<file path="config.mk">
export PLATFORM = sky130hd
export DESIGN_NAME = zynqPortalTop
export DESIGN_NICKNAME = d
export VERILOG_FILES = /design/src/source/axiPkg.sv /design/src/source/portalPkg.sv /design/src/source/beatIf.sv /design/src/source/beatQueue.sv /design/src/source/burstSplitter.sv /design/src/source/portalReadPath.sv /design/src/source/portalWritePath.sv /design/src/source/echoPortal.sv /design/src/source/zynqPortalTop.sv
export VERILOG_INCLUDE_DIRS = /design/src /design/src/source
export SDC_FILE = /design/constraint.sdc
export NUM_CORES = 1
export LEC_CHECK = 0
export BUFFER_PORTS_ARGS = -buffer_cell sky130_fd_sc_hd__clkbuf_2
export CORE_MARGIN = 3
export CORE_UTILIZATION = 40
export CTS_BUF_LIST = sky130_fd_sc_hd__clkbuf_2 sky130_fd_sc_hd__clkbuf_4 sky130_fd_sc_hd__clkbuf_8
export DETAILED_ROUTE_END_ITERATION = 8
export PLACE_DENSITY = 0.56
export SYNTH_ARGS = -nofsm -noshare
export SYNTH_HDL_FRONTEND = slang
export SYNTH_SLANG_ARGS = --single-unit
</file>
<file path="constraint.sdc">
create_clock -name CLK -period 15.45 [get_ports CLK]
set_input_delay 1.545 -clock CLK [delete_from_list [all_inputs] [get_ports CLK]]
set_output_delay 1.545 -clock CLK [all_outputs]
set_load 0.005 [all_outputs]
</file>
<file path="src/source/portal_settings.svh">
`ifndef PORTAL_SETTINGS_SVH
`define PORTAL_SETTINGS_SVH

// AXI side widths
`define ADDR_W 13
`define DATA_W 32
`define ID_W 6
`define LEN_W 4

`define OFFSET_W 5          // Byte offset within a 32-byte page
`define BEAT_QUEUE_DEPTH 2
`define ECHO_DEPTH 8

// Fixed control page values
`define NUM_TILES 1
`define PORTAL_ID 5
`define NUM_PORTALS 1
`define UNMAPPED_PATTERN 32'h005A05A0

`endif

</file>
<file path="src/source/axiPkg.sv">
`default_nettype none
`include "portal_settings.svh"

package axiPkg;

  typedef logic [`ADDR_W-1:0] axiAddrT;

  typedef logic [`DATA_W-1:0] axiDataT;

  typedef logic [`ID_W-1:0] axiIdT;

  // Beats minus one
  typedef logic [`LEN_W-1:0] axiLenT;

  typedef logic [1:0] axiRespT;  // 0 is OKAY

endpackage

`default_nettype wire

</file>
<file path="src/source/portalPkg.sv">
`default_nettype none
`include "portal_settings.svh"

package portalPkg;

  typedef logic [`OFFSET_W-1:0] offsetT;

  typedef enum logic {
    ctrlPage,
    userPage
  } pageT;

  // One word beat of a split burst
  typedef struct packed {
    offsetT offset;
    axiPkg::axiIdT id;
    logic last;
    pageT page;
  } beatT;

  typedef enum logic [`OFFSET_W-1:0] {
    intStatus   = 5'h00,
    intEnable   = 5'h04,
    numTiles    = 5'h08,
    queueStatus = 5'h0C,
    portalId    = 5'h10,
    numPortals  = 5'h14
  } ctrlRegT;

  typedef logic [$clog2(`ECHO_DEPTH):0] countT;  // Occupancy 0 to ECHO_DEPTH

endpackage

`default_nettype wire

</file>
<file path="src/source/beatIf.sv">
`timescale 1ns/1ps
`default_nettype none

interface beatIf;

  logic valid;
  logic ready;
  portalPkg::beatT beat;

  modport source (
    output valid,
    output beat,
    input  ready
  );

  modport sink (
    input  valid,
    input  beat,
    output ready
  );

endinterface

`default_nettype wire

</file>
<file path="src/source/beatQueue.sv">
`timescale 1ns/1ps
`default_nettype none
`include "portal_settings.svh"

module beatQueue #(
  parameter type payloadT = logic,
  parameter int DEPTH = `BEAT_QUEUE_DEPTH
) (
  input  logic    CLK,
  input  logic    RST_N,
  input  logic    push,
  input  payloadT pushData,
  output logic    notFull,
  input  logic    pop,
  output payloadT popData,
  output logic    notEmpty
);

  localparam int PTR_W = (DEPTH > 1) ? $clog2(DEPTH) : 1;
  localparam int CNT_W = PTR_W + 1;

  payloadT mem [DEPTH];
  logic [PTR_W-1:0] wrPtr;
  logic [PTR_W-1:0] rdPtr;
  logic [CNT_W-1:0] count;

  assign notFull = count != CNT_W'(DEPTH);
  assign notEmpty = count != '0;
  assign popData = mem[rdPtr];

  always_ff @(posedge CLK) begin
    if (!RST_N) begin
      wrPtr <= '0;
      rdPtr <= '0;
      count <= '0;
    end else begin
      if (push)
        wrPtr <= (wrPtr == PTR_W'(DEPTH - 1)) ? '0 : wrPtr + 1'b1;
      if (pop)
        rdPtr <= (rdPtr == PTR_W'(DEPTH - 1)) ? '0 : rdPtr + 1'b1;
      count <= count + CNT_W'(push) - CNT_W'(pop);
    end
  end

  always_ff @(posedge CLK) begin
    if (push)
      mem[wrPtr] <= pushData;
  end

  // Callers must honour the flags
  noOverflow: assert property (@(posedge CLK) disable iff (!RST_N) push |-> notFull);
  noUnderflow: assert property (@(posedge CLK) disable iff (!RST_N) pop |-> notEmpty);

endmodule

`default_nettype wire

</file>
<file path="src/source/burstSplitter.sv">
`timescale 1ns/1ps
`default_nettype none
`include "portal_settings.svh"

module burstSplitter (
  input  logic            CLK,
  input  logic            RST_N,
  input  logic            addrValid,
  output logic            addrReady,
  input  axiPkg::axiAddrT addr,
  input  axiPkg::axiIdT   id,
  input  axiPkg::axiLenT  len,
  beatIf.source           beats
);

  typedef struct packed {
    axiPkg::axiAddrT addr;
    axiPkg::axiIdT id;
    axiPkg::axiLenT len;
  } addrEntryT;

  addrEntryT head;
  logic headValid;
  logic load;
  logic fire;
  logic active;
  portalPkg::offsetT offset;
  portalPkg::pageT curPage;
  axiPkg::axiIdT curId;
  axiPkg::axiLenT remaining;
  axiPkg::axiLenT curLen;
  axiPkg::axiLenT sentCount;

  beatQueue #(.payloadT(addrEntryT)) addrQueue (
    .CLK(CLK),
    .RST_N(RST_N),
    .push(addrValid && addrReady),
    .pushData({addr, id, len}),
    .notFull(addrReady),
    .pop(load),
    .popData(head),
    .notEmpty(headValid)
  );

  assign fire = beats.valid && beats.ready;
  // Next burst starts right behind the last beat
  assign load = headValid && (!active || (fire && beats.beat.last));

  assign beats.valid = active;
  assign beats.beat = '{offset: offset, id: curId, last: remaining == '0, page: curPage};

  always_ff @(posedge CLK) begin
    if (!RST_N)
      active <= 1'b0;
    else if (load)
      active <= 1'b1;
    else if (fire && beats.beat.last)
      active <= 1'b0;
  end

  always_ff @(posedge CLK) begin
    if (load) begin
      offset <= head.addr[`OFFSET_W-1:0];
      curId <= head.id;
      // Top address bit is not decoded
      curPage <= (head.addr[`ADDR_W-2:`OFFSET_W] == '0) ? portalPkg::ctrlPage
                                                         : portalPkg::userPage;
      remaining <= head.len;
      curLen <= head.len;
      sentCount <= '0;
    end else if (fire) begin
      offset <= offset + portalPkg::offsetT'(4);  // Wraps inside the page
      remaining <= remaining - 1'b1;
      sentCount <= sentCount + 1'b1;
    end
  end

  lastOnFinalBeat: assert property (@(posedge CLK) disable iff (!RST_N)
    fire |-> (beats.beat.last == (sentCount == curLen)));

endmodule

`default_nettype wire

</file>
<file path="src/source/portalReadPath.sv">
`timescale 1ns/1ps
`default_nettype none
`include "portal_settings.svh"

module portalReadPath (
  input  logic              CLK,
  input  logic              RST_N,
  beatIf.sink               beats,
  input  logic              intEnable,
  input  portalPkg::countT  pending,
  input  logic              reqNotFull,
  input  logic              indValid,
  input  axiPkg::axiDataT   indData,
  output logic              indPop,
  output logic              rValid,
  input  logic              rReady,
  output axiPkg::axiDataT   rData,
  output axiPkg::axiIdT     rId,
  output logic              rLast,
  output axiPkg::axiRespT   rResp
);

  typedef struct packed {
    axiPkg::axiDataT data;
    axiPkg::axiIdT id;
    logic last;
  } rBeatT;

  rBeatT rHead;
  axiPkg::axiDataT ctrlValue;
  axiPkg::axiDataT userValue;
  logic isCtrl;
  logic needInd;
  logic rqNotFull;
  logic accept;

  assign isCtrl = beats.beat.page == portalPkg::ctrlPage;
  assign needInd = !isCtrl && (beats.beat.offset < portalPkg::offsetT'(5'h10));

  // Hold the beat until an indication word is there
  assign beats.ready = rqNotFull && (!needInd || indValid);
  assign accept = beats.valid && beats.ready;
  assign indPop = accept && needInd;

  always_comb begin
    case (portalPkg::ctrlRegT'(beats.beat.offset))
      portalPkg::intStatus:   ctrlValue = axiPkg::axiDataT'(pending != '0);
      portalPkg::intEnable:   ctrlValue = axiPkg::axiDataT'(intEnable);
      portalPkg::numTiles:    ctrlValue = axiPkg::axiDataT'(`NUM_TILES);
      portalPkg::queueStatus: ctrlValue = axiPkg::axiDataT'(pending);
      portalPkg::portalId:    ctrlValue = axiPkg::axiDataT'(`PORTAL_ID);
      portalPkg::numPortals:  ctrlValue = axiPkg::axiDataT'(`NUM_PORTALS);
      default:                ctrlValue = `UNMAPPED_PATTERN;
    endcase
  end

  assign userValue = needInd ? indData : axiPkg::axiDataT'(reqNotFull);

  beatQueue #(.payloadT(rBeatT)) rQueue (
    .CLK(CLK),
    .RST_N(RST_N),
    .push(accept),
    .pushData({isCtrl ? ctrlValue : userValue, beats.beat.id, beats.beat.last}),
    .notFull(rqNotFull),
    .pop(rValid && rReady),
    .popData(rHead),
    .notEmpty(rValid)
  );

  assign rData = rHead.data;
  assign rId = rHead.id;
  assign rLast = rHead.last;
  assign rResp = '0;  // OKAY

  popOnlyWhenPending: assert property (@(posedge CLK) disable iff (!RST_N)
    indPop |-> pending != '0);

endmodule

`default_nettype wire

</file>
<file path="src/source/portalWritePath.sv">
`timescale 1ns/1ps
`default_nettype none

module portalWritePath (
  input  logic            CLK,
  input  logic            RST_N,
  beatIf.sink             beats,
  input  logic            wValid,
  output logic            wReady,
  input  axiPkg::axiDataT wData,
  output logic            reqPush,
  output axiPkg::axiDataT reqData,
  input  logic            reqNotFull,
  output logic            intEnable,
  output logic            bValid,
  input  logic            bReady,
  output axiPkg::axiIdT   bId,
  output axiPkg::axiRespT bResp
);

  axiPkg::axiDataT wHead;
  logic wqNotEmpty;
  logic bqNotFull;
  logic isUser;
  logic accept;

  assign isUser = beats.beat.page == portalPkg::userPage;

  // Needs a data word, request space and room for B on the last beat
  assign beats.ready = wqNotEmpty
                    && (!isUser || reqNotFull)
                    && (!beats.beat.last || bqNotFull);
  assign accept = beats.valid && beats.ready;

  assign reqPush = accept && isUser;
  assign reqData = wHead;
  assign bResp = '0;  // OKAY

  beatQueue #(.payloadT(axiPkg::axiDataT)) wQueue (
    .CLK(CLK),
    .RST_N(RST_N),
    .push(wValid && wReady),
    .pushData(wData),
    .notFull(wReady),
    .pop(accept),
    .popData(wHead),
    .notEmpty(wqNotEmpty)
  );

  beatQueue #(.payloadT(axiPkg::axiIdT)) bQueue (
    .CLK(CLK),
    .RST_N(RST_N),
    .push(accept && beats.beat.last),
    .pushData(beats.beat.id),
    .notFull(bqNotFull),
    .pop(bValid && bReady),
    .popData(bId),
    .notEmpty(bValid)
  );

  always_ff @(posedge CLK) begin
    if (!RST_N)
      intEnable <= 1'b0;
    else if (accept && !isUser && beats.beat.offset == portalPkg::intEnable)
      intEnable <= wHead[0];
  end

endmodule

`default_nettype wire

</file>
<file path="src/source/echoPortal.sv">
`timescale 1ns/1ps
`default_nettype none
`include "portal_settings.svh"

module echoPortal (
  input  logic             CLK,
  input  logic             RST_N,
  input  logic             reqPush,
  input  axiPkg::axiDataT  reqData,
  output logic             reqNotFull,
  input  logic             indPop,
  output logic             indValid,
  output axiPkg::axiDataT  indData,
  output portalPkg::countT pending
);

  localparam int PTR_W = $clog2(`ECHO_DEPTH);

  axiPkg::axiDataT mem [`ECHO_DEPTH];
  logic [PTR_W-1:0] wrPtr;
  logic [PTR_W-1:0] rdPtr;
  portalPkg::countT count;

  assign reqNotFull = count != portalPkg::countT'(`ECHO_DEPTH);
  assign indValid = count != '0;
  assign indData = mem[rdPtr];  // Request word comes back unchanged
  assign pending = count;

  always_ff @(posedge CLK) begin
    if (!RST_N) begin
      wrPtr <= '0;
      rdPtr <= '0;
      count <= '0;
    end else begin
      if (reqPush)
        wrPtr <= (wrPtr == PTR_W'(`ECHO_DEPTH - 1)) ? '0 : wrPtr + 1'b1;
      if (indPop)
        rdPtr <= (rdPtr == PTR_W'(`ECHO_DEPTH - 1)) ? '0 : rdPtr + 1'b1;
      count <= count + portalPkg::countT'(reqPush) - portalPkg::countT'(indPop);
    end
  end

  always_ff @(posedge CLK) begin
    if (reqPush)
      mem[wrPtr] <= reqData;
  end

  countInRange: assert property (@(posedge CLK) disable iff (!RST_N)
    count <= portalPkg::countT'(`ECHO_DEPTH));

endmodule

`default_nettype wire

</file>
<file path="src/source/zynqPortalTop.sv">
`timescale 1ns/1ps
`default_nettype none

module zynqPortalTop (
  input  logic            CLK,
  input  logic            RST_N,
  input  logic            awValid,
  output logic            awReady,
  input  axiPkg::axiAddrT awAddr,
  input  axiPkg::axiIdT   awId,
  input  axiPkg::axiLenT  awLen,
  input  logic            wValid,
  output logic            wReady,
  input  axiPkg::axiDataT wData,
  input  logic            wLast,
  output logic            bValid,
  input  logic            bReady,
  output axiPkg::axiIdT   bId,
  output axiPkg::axiRespT bResp,
  input  logic            arValid,
  output logic            arReady,
  input  axiPkg::axiAddrT arAddr,
  input  axiPkg::axiIdT   arId,
  input  axiPkg::axiLenT  arLen,
  output logic            rValid,
  input  logic            rReady,
  output axiPkg::axiDataT rData,
  output axiPkg::axiIdT   rId,
  output logic            rLast,
  output axiPkg::axiRespT rResp,
  output logic            irq
);

  beatIf rdBeats ();
  beatIf wrBeats ();

  portalPkg::countT pending;
  axiPkg::axiDataT reqData;
  axiPkg::axiDataT indData;
  logic intEnable;
  logic reqPush;
  logic reqNotFull;
  logic indPop;
  logic indValid;
  logic [3:0] wBursts;  // W bursts closed by wLast and not yet answered

  burstSplitter arSplit (
    .CLK(CLK),
    .RST_N(RST_N),
    .addrValid(arValid),
    .addrReady(arReady),
    .addr(arAddr),
    .id(arId),
    .len(arLen),
    .beats(rdBeats)
  );

  burstSplitter awSplit (
    .CLK(CLK),
    .RST_N(RST_N),
    .addrValid(awValid),
    .addrReady(awReady),
    .addr(awAddr),
    .id(awId),
    .len(awLen),
    .beats(wrBeats)
  );

  portalReadPath readPath (
    .CLK(CLK),
    .RST_N(RST_N),
    .beats(rdBeats),
    .intEnable(intEnable),
    .pending(pending),
    .reqNotFull(reqNotFull),
    .indValid(indValid),
    .indData(indData),
    .indPop(indPop),
    .rValid(rValid),
    .rReady(rReady),
    .rData(rData),
    .rId(rId),
    .rLast(rLast),
    .rResp(rResp)
  );

  portalWritePath writePath (
    .CLK(CLK),
    .RST_N(RST_N),
    .beats(wrBeats),
    .wValid(wValid),
    .wReady(wReady),
    .wData(wData),
    .reqPush(reqPush),
    .reqData(reqData),
    .reqNotFull(reqNotFull),
    .intEnable(intEnable),
    .bValid(bValid),
    .bReady(bReady),
    .bId(bId),
    .bResp(bResp)
  );

  echoPortal echo (
    .CLK(CLK),
    .RST_N(RST_N),
    .reqPush(reqPush),
    .reqData(reqData),
    .reqNotFull(reqNotFull),
    .indPop(indPop),
    .indValid(indValid),
    .indData(indData),
    .pending(pending)
  );

  assign irq = (pending != '0) && intEnable;

  always_ff @(posedge CLK) begin
    if (!RST_N)
      wBursts <= '0;
    else
      wBursts <= wBursts + 4'(wValid && wReady && wLast) - 4'(bValid && bReady);
  end

  // Host framing on W has to agree with AW length
  bAfterWLast: assert property (@(posedge CLK) disable iff (!RST_N)
    (bValid && bReady) |-> (wBursts != '0));

endmodule

`default_nettype wire

</file>
# After elaboration in Yosys (flattened, before gate mapping)
# Memory sizes are Yosys's and may differ from the RTL's. A register that Yosys moved wholly into a read port is not among the register bits.
# Index checks and enable logic that the tools add are counted.
# totals
ff_bits	65
ram_bits	502
memories	6
# memory_table
memory	words	width	read_ports	rd_ports_with_merged_regs	write_ports	line	source
echo.mem	8	32	1	1	1	echoPortal.sv:19	axiPkg::axiDataT mem [`ECHO_DEPTH];
readPath.rQueue.mem	2	39	1	1	1	beatQueue.sv:22	payloadT mem [DEPTH];
writePath.wQueue.mem	2	32	1	1	1	beatQueue.sv:22	
arSplit.addrQueue.mem	2	23	1	1	1	beatQueue.sv:22	
awSplit.addrQueue.mem	2	23	1	1	1	beatQueue.sv:22	
writePath.bQueue.mem	2	6	1	1	1	beatQueue.sv:22	
# op_classes
n_addsub	28
order_cmp	1
n_eq_ne	14
muxes	53
reduce_logical	46
# ops
operator	count
one-hot mux 23 bit (5 select lines)	1
two-way mux 32 bit	2
two-way mux 1 bit	38
logical AND 1 bit	20
two-way mux 5 bit	4
nonzero test 2 bit	9
two-way mux 4 bit	4
logical NOT 7 bit	2
two-way mux 3 bit	4
adder 1 bit, second input constant	10
adder 2 x 1 -> 2 bit	5
adder 5 x 3 -> 5 bit, second input constant	2
== test 5 x 3 -> 1 bit, second input constant	2
== test 5 x 4 -> 1 bit, second input constant	2
== test 5 bit, second input constant	2
!= test 2 bit, second input constant	5
subtractor 2 x 1 -> 2 bit	5
logical NOT 4 bit	2
subtractor 4 x 1 -> 4 bit, second input constant	2
adder 3 x 1 -> 3 bit, second input constant	2
== test 3 bit, second input constant	2
logical NOT 1 bit	5
logical NOT 5 bit	1
logical OR 1 bit	5
other kinds (6)	6

# Logic depth before layout (Yosys ltp)
# logic_depth
word_depth	11
depth_mapped	12
ltp_nobuf	12

# Hierarchy
# A second synthesis with hierarchy kept.
# unflattened
hier_cells	1110
area_unflattened_um2	22814.4
# modules_own_cells
mod	instances	cells_each	area_per_inst_um2	seq_area_each_um2
echoPortal	1	444	10442.5	7947.6
beatQueue at arSplit.addrQueue ...	2	92	1888.1	1481.4
beatQueue at readPath.rQueue	1	142	3085.5	2442.3
beatQueue at writePath.wQueue	1	121	2691.3	2021.9
burstSplitter	2	49	798.3	500.5
beatQueue at writePath.bQueue	1	40	660.6	460.4
portalReadPath	1	61	412.9	0.0
portalWritePath	1	19	137.6	20.0
zynqPortalTop	1	1	11.3	0.0

# Least setup slack after synthesis
# OpenSTA, ideal clock, no wires.
# synth_timing
kind	flip-flop to flip-flop
from	register echo.count[2] (netlist: echo.pending[2])
to	memory echo.mem[0][0] (netlist name) (enable)
arrival_ns	4.488
setup_slack_ns	10.461
stages_incl_launch_ff	7
n_path_buf	0
period_less_slack_ns	4.989
cell_sequence	dfxtp_1 > inv_1 > ha_1 > and4bb_2 > a211oi_2 > nand2_2 > nor4_1
# synth_between
elab_chain_len	8
# synth_rtl
element	line	source
start: declaration	echoPortal.sv:22	portalPkg::countT count;
start signal: assignment	echoPortal.sv:39	count <= count + portalPkg::countT'(reqPush) - portalPkg::countT'(indPop);
!= test 4 bit	echoPortal.sv:24	assign reqNotFull = count != portalPkg::countT'(`ECHO_DEPTH);
logical OR 1 bit	portalWritePath.sv:31	&& (!isUser || reqNotFull)
logical AND 1 bit	portalWritePath.sv:31	
logical AND 1 bit	portalWritePath.sv:32	&& (!beats.beat.last || bqNotFull);
logical AND 1 bit	portalWritePath.sv:33	assign accept = beats.valid && beats.ready;
logical AND 1 bit	portalWritePath.sv:35	assign reqPush = accept && isUser;
two-way mux 1 bit	echoPortal.sv:44	if (reqPush)
two-way mux 1 bit (implied by the code)	echoPortal.sv:45	mem[wrPtr] <= reqData;
end: declaration	echoPortal.sv:19	
# No other way between the ends.

==> metrics.csv <==
metric,value,unit
final_hold_viol_count,0,
crit_path_start_kind,register,
synth.top_cells.by_count,"edfxtp_1, mux2_2, mux4_2",
end_kind,output port,
p_int,2.97,mW
fp-row-count,84,
power.density,159,mW/mm^2
synth_top_area_share,73.1,%
h-tree-depth,3,
area_growth,15.4,%
p_clk_share,31.8,%
cp_cell_sequence,buf_4 -> mux2_2 -> clkbuf_2,
fin_hold_ws,0.444,ns
grt_pass1_wl,63500,um
drc,0,
final_core_util,47.2,%
setup_violations,0,
syn_area_per_cell,19.4,sq um
post-cts-setup-buffers,0,
coreArea,0.0532,sq mm
grt.overflow.total,0,
p_total,4.00,mW
gp_congestion,0.743,
synth_cell_types,52,
pre_cts_ws,12.27,ns
synth_area,0.0218,sq mm
fin_crit,3.60,ns
vias,10300,
cts.clk_slew.worst_paths,0.06,ns
netSwitchingPower,1.03,mW
dpl_cell_area,0.0233,sq mm
status,finished clean,
rsz0062_at_grt,false,
worst_ep_arrival_time,2.06,ns
drt_iter0_drc,639,
placed_cells,1916,
clock_path_buffers,3,
swShare,25.7,%
grt_pass1_vias,11000,
crit_path_max_fanout,39,
timing.final.ws_setup,11.85,ns
synth_top_area_cell,edfxtp_1,
ant_nets,0,
yosysWarnings,0,
cap_violations,0,
synthArstFlopShare,0,%
vdd_ir_drop_max,81.7,uV
leakage,8.56,nW
final_nets,1436,
worst_pin_slew,1.20,ns
place_hpwl,23700,um
max_freq,0.277,GHz
antenna_found_initial,1,
synth_most_common_cell,edfxtp_1,
die_h,239,um
slew_violations,0,
fill_cells,4566,
cts.sinks,571,
cts_resized,0,
final_layout_size_suffix_gt1_share,34.9,%
ios,141,
fin_tns_setup,0,ns
finalClockSkew,0.0228,ns
worstSkewPairLatency,0.64,ns
fin_area,0.0251,sq mm
slew_headroom,19.6,%
synth_edf_count,530,
ys.flop_type,edfxtp_1,
slowest_delay,0.49,ns
ctsHoldBuffers,0,
cts_root_buf,clkbuf_8,
cp.required,13.91,ns
grt_max_degree,65,
vias_per_cell,4.96,
io_buffers,133,
drt_wl_total,41500,um
cts_made_buffers,92,
p_seq_share,51.0,%
ys_seq_area_share,76.9,%
synth_seq_cells,571,
fin_crit_sh,23.3,%
die_width,239,um
dieArea,0.0573,sq mm
layout.cells.non_filler,2081,
worst_hold_path_type,reg -> reg,
p_comb_share,17.2,%
synthCells,1120,
grt_use_total,14.7,%
synth_area_leaders,"edfxtp_1, mux4_2, mux2_2",
dr.pass1.iters,4,
initial_core_util,40.9,%
criticalPathCategory,reg -> out,
wl_per_cell,19.9,um
cts_tree,built,
crit_slowest_cell,buf_4,
[kinds of logic after synthesis]
logic type               count (synthesis)  synth area share, %
flip-flops                             571                 76.9
multiplexers                           197                 13.3
AND/OR/NAND/NOR                        165                 3.87
buffers and inverters                   77                 1.53
AO/OA/AOI/OAI                           59                 1.92
adder cells (fa/ha/maj)                 28                 1.64
XOR/XNOR                                22                0.885
other                                    1               0.0172
[cells in the final DEF (no fill, tap or decap), types with 3 or more instances in the layout]
master,count
a21boi_0,4
clkbuf_8,98
dfxtp_1,38
a22oi_1,3
ha_1,27
and2_1,22
mux2_2,91
clkbuf_4,40
o21ai_0,5
nor3_1,3
nor2_1,15
nor4_1,8
clkbuf_2,133
xnor2_1,20
nand2_1,60
inv_1,29
buf_4,19
a21oi_1,26
nor3_2,4
or2_2,3
nor2_2,5
nor2b_1,12
mux4_2,64
edfxtp_1,530
conb_1,4
nand2b_1,10
a221o_1,8
clkinv_1,16
clkinv_2,5
mux2i_1,42
[worst max-delay path: cells and delay by family (launching register included)]
kind     cells  cell delay [ns]
buf+inv      2             0.61
flops        1             0.31
mux          1             0.44
[metal layers]
layer	vias to the layer above	part of all wire [%]	global-route usage (%)
met3	57	4.6	3.21
li1	4797	-	-
met5	-	0	0
met2	209	50	24.4
met4	0	2.0	5.52
met1	5262	44	19.2
[sequential cells by signal, summed over array words and instances (netlist names), 4 cells and up, named ones only]
name / count
echo.pending: 4
arSplit.addrQueue.mem: 44
echo.mem: 256
awSplit.remaining: 4
writePath.wQueue.mem: 64
readPath.rQueue.mem: 78
arSplit.remaining: 4
awSplit.curId: 6
arSplit.offset: 5
awSplit.addrQueue.mem: 44
writePath.bQueue.mem: 12
awSplit.offset: 5
arSplit.curId: 6
[power groups by stage]
stage / logic [mW] / clock network [mW] / registers [mW]
floorplan: 0.489 / 0 / 2.03
global placement: 0.691 / 0 / 2.07
detailed placement: 0.707 / 0 / 2.07
CTS: 0.711 / 1.32 / 2.04
global route: 0.766 / 1.39 / 2.06
finish: 0.688 / 1.27 / 2.04
[worst paths after layout]
check	start	end	slack [ns]	cells after the start
min	awSplit.curId[3]	writePath.bQueue.mem[1][3]	0.44	0
max	register	rData[10]	11.85	3
min reg2reg	awSplit.curId[3]	writePath.bQueue.mem[1][3]	0.44	0
max reg2reg	echo.pending[2]	echo.pending[2]	12.36	12
[area by class of cell]
cell class,count,area [sq um],area share [%]
clock buffer,138,1650,6.56
timing repair buffer,152,808,3.22
antenna,1,2.50,0.00996
tap,688,861,3.43
sequential,571,16700,66.6
clock inverter,26,173,0.687
multi-input combinational,475,4780,19.0
inverter,30,113,0.448
(Power assumes the default switching activity.)
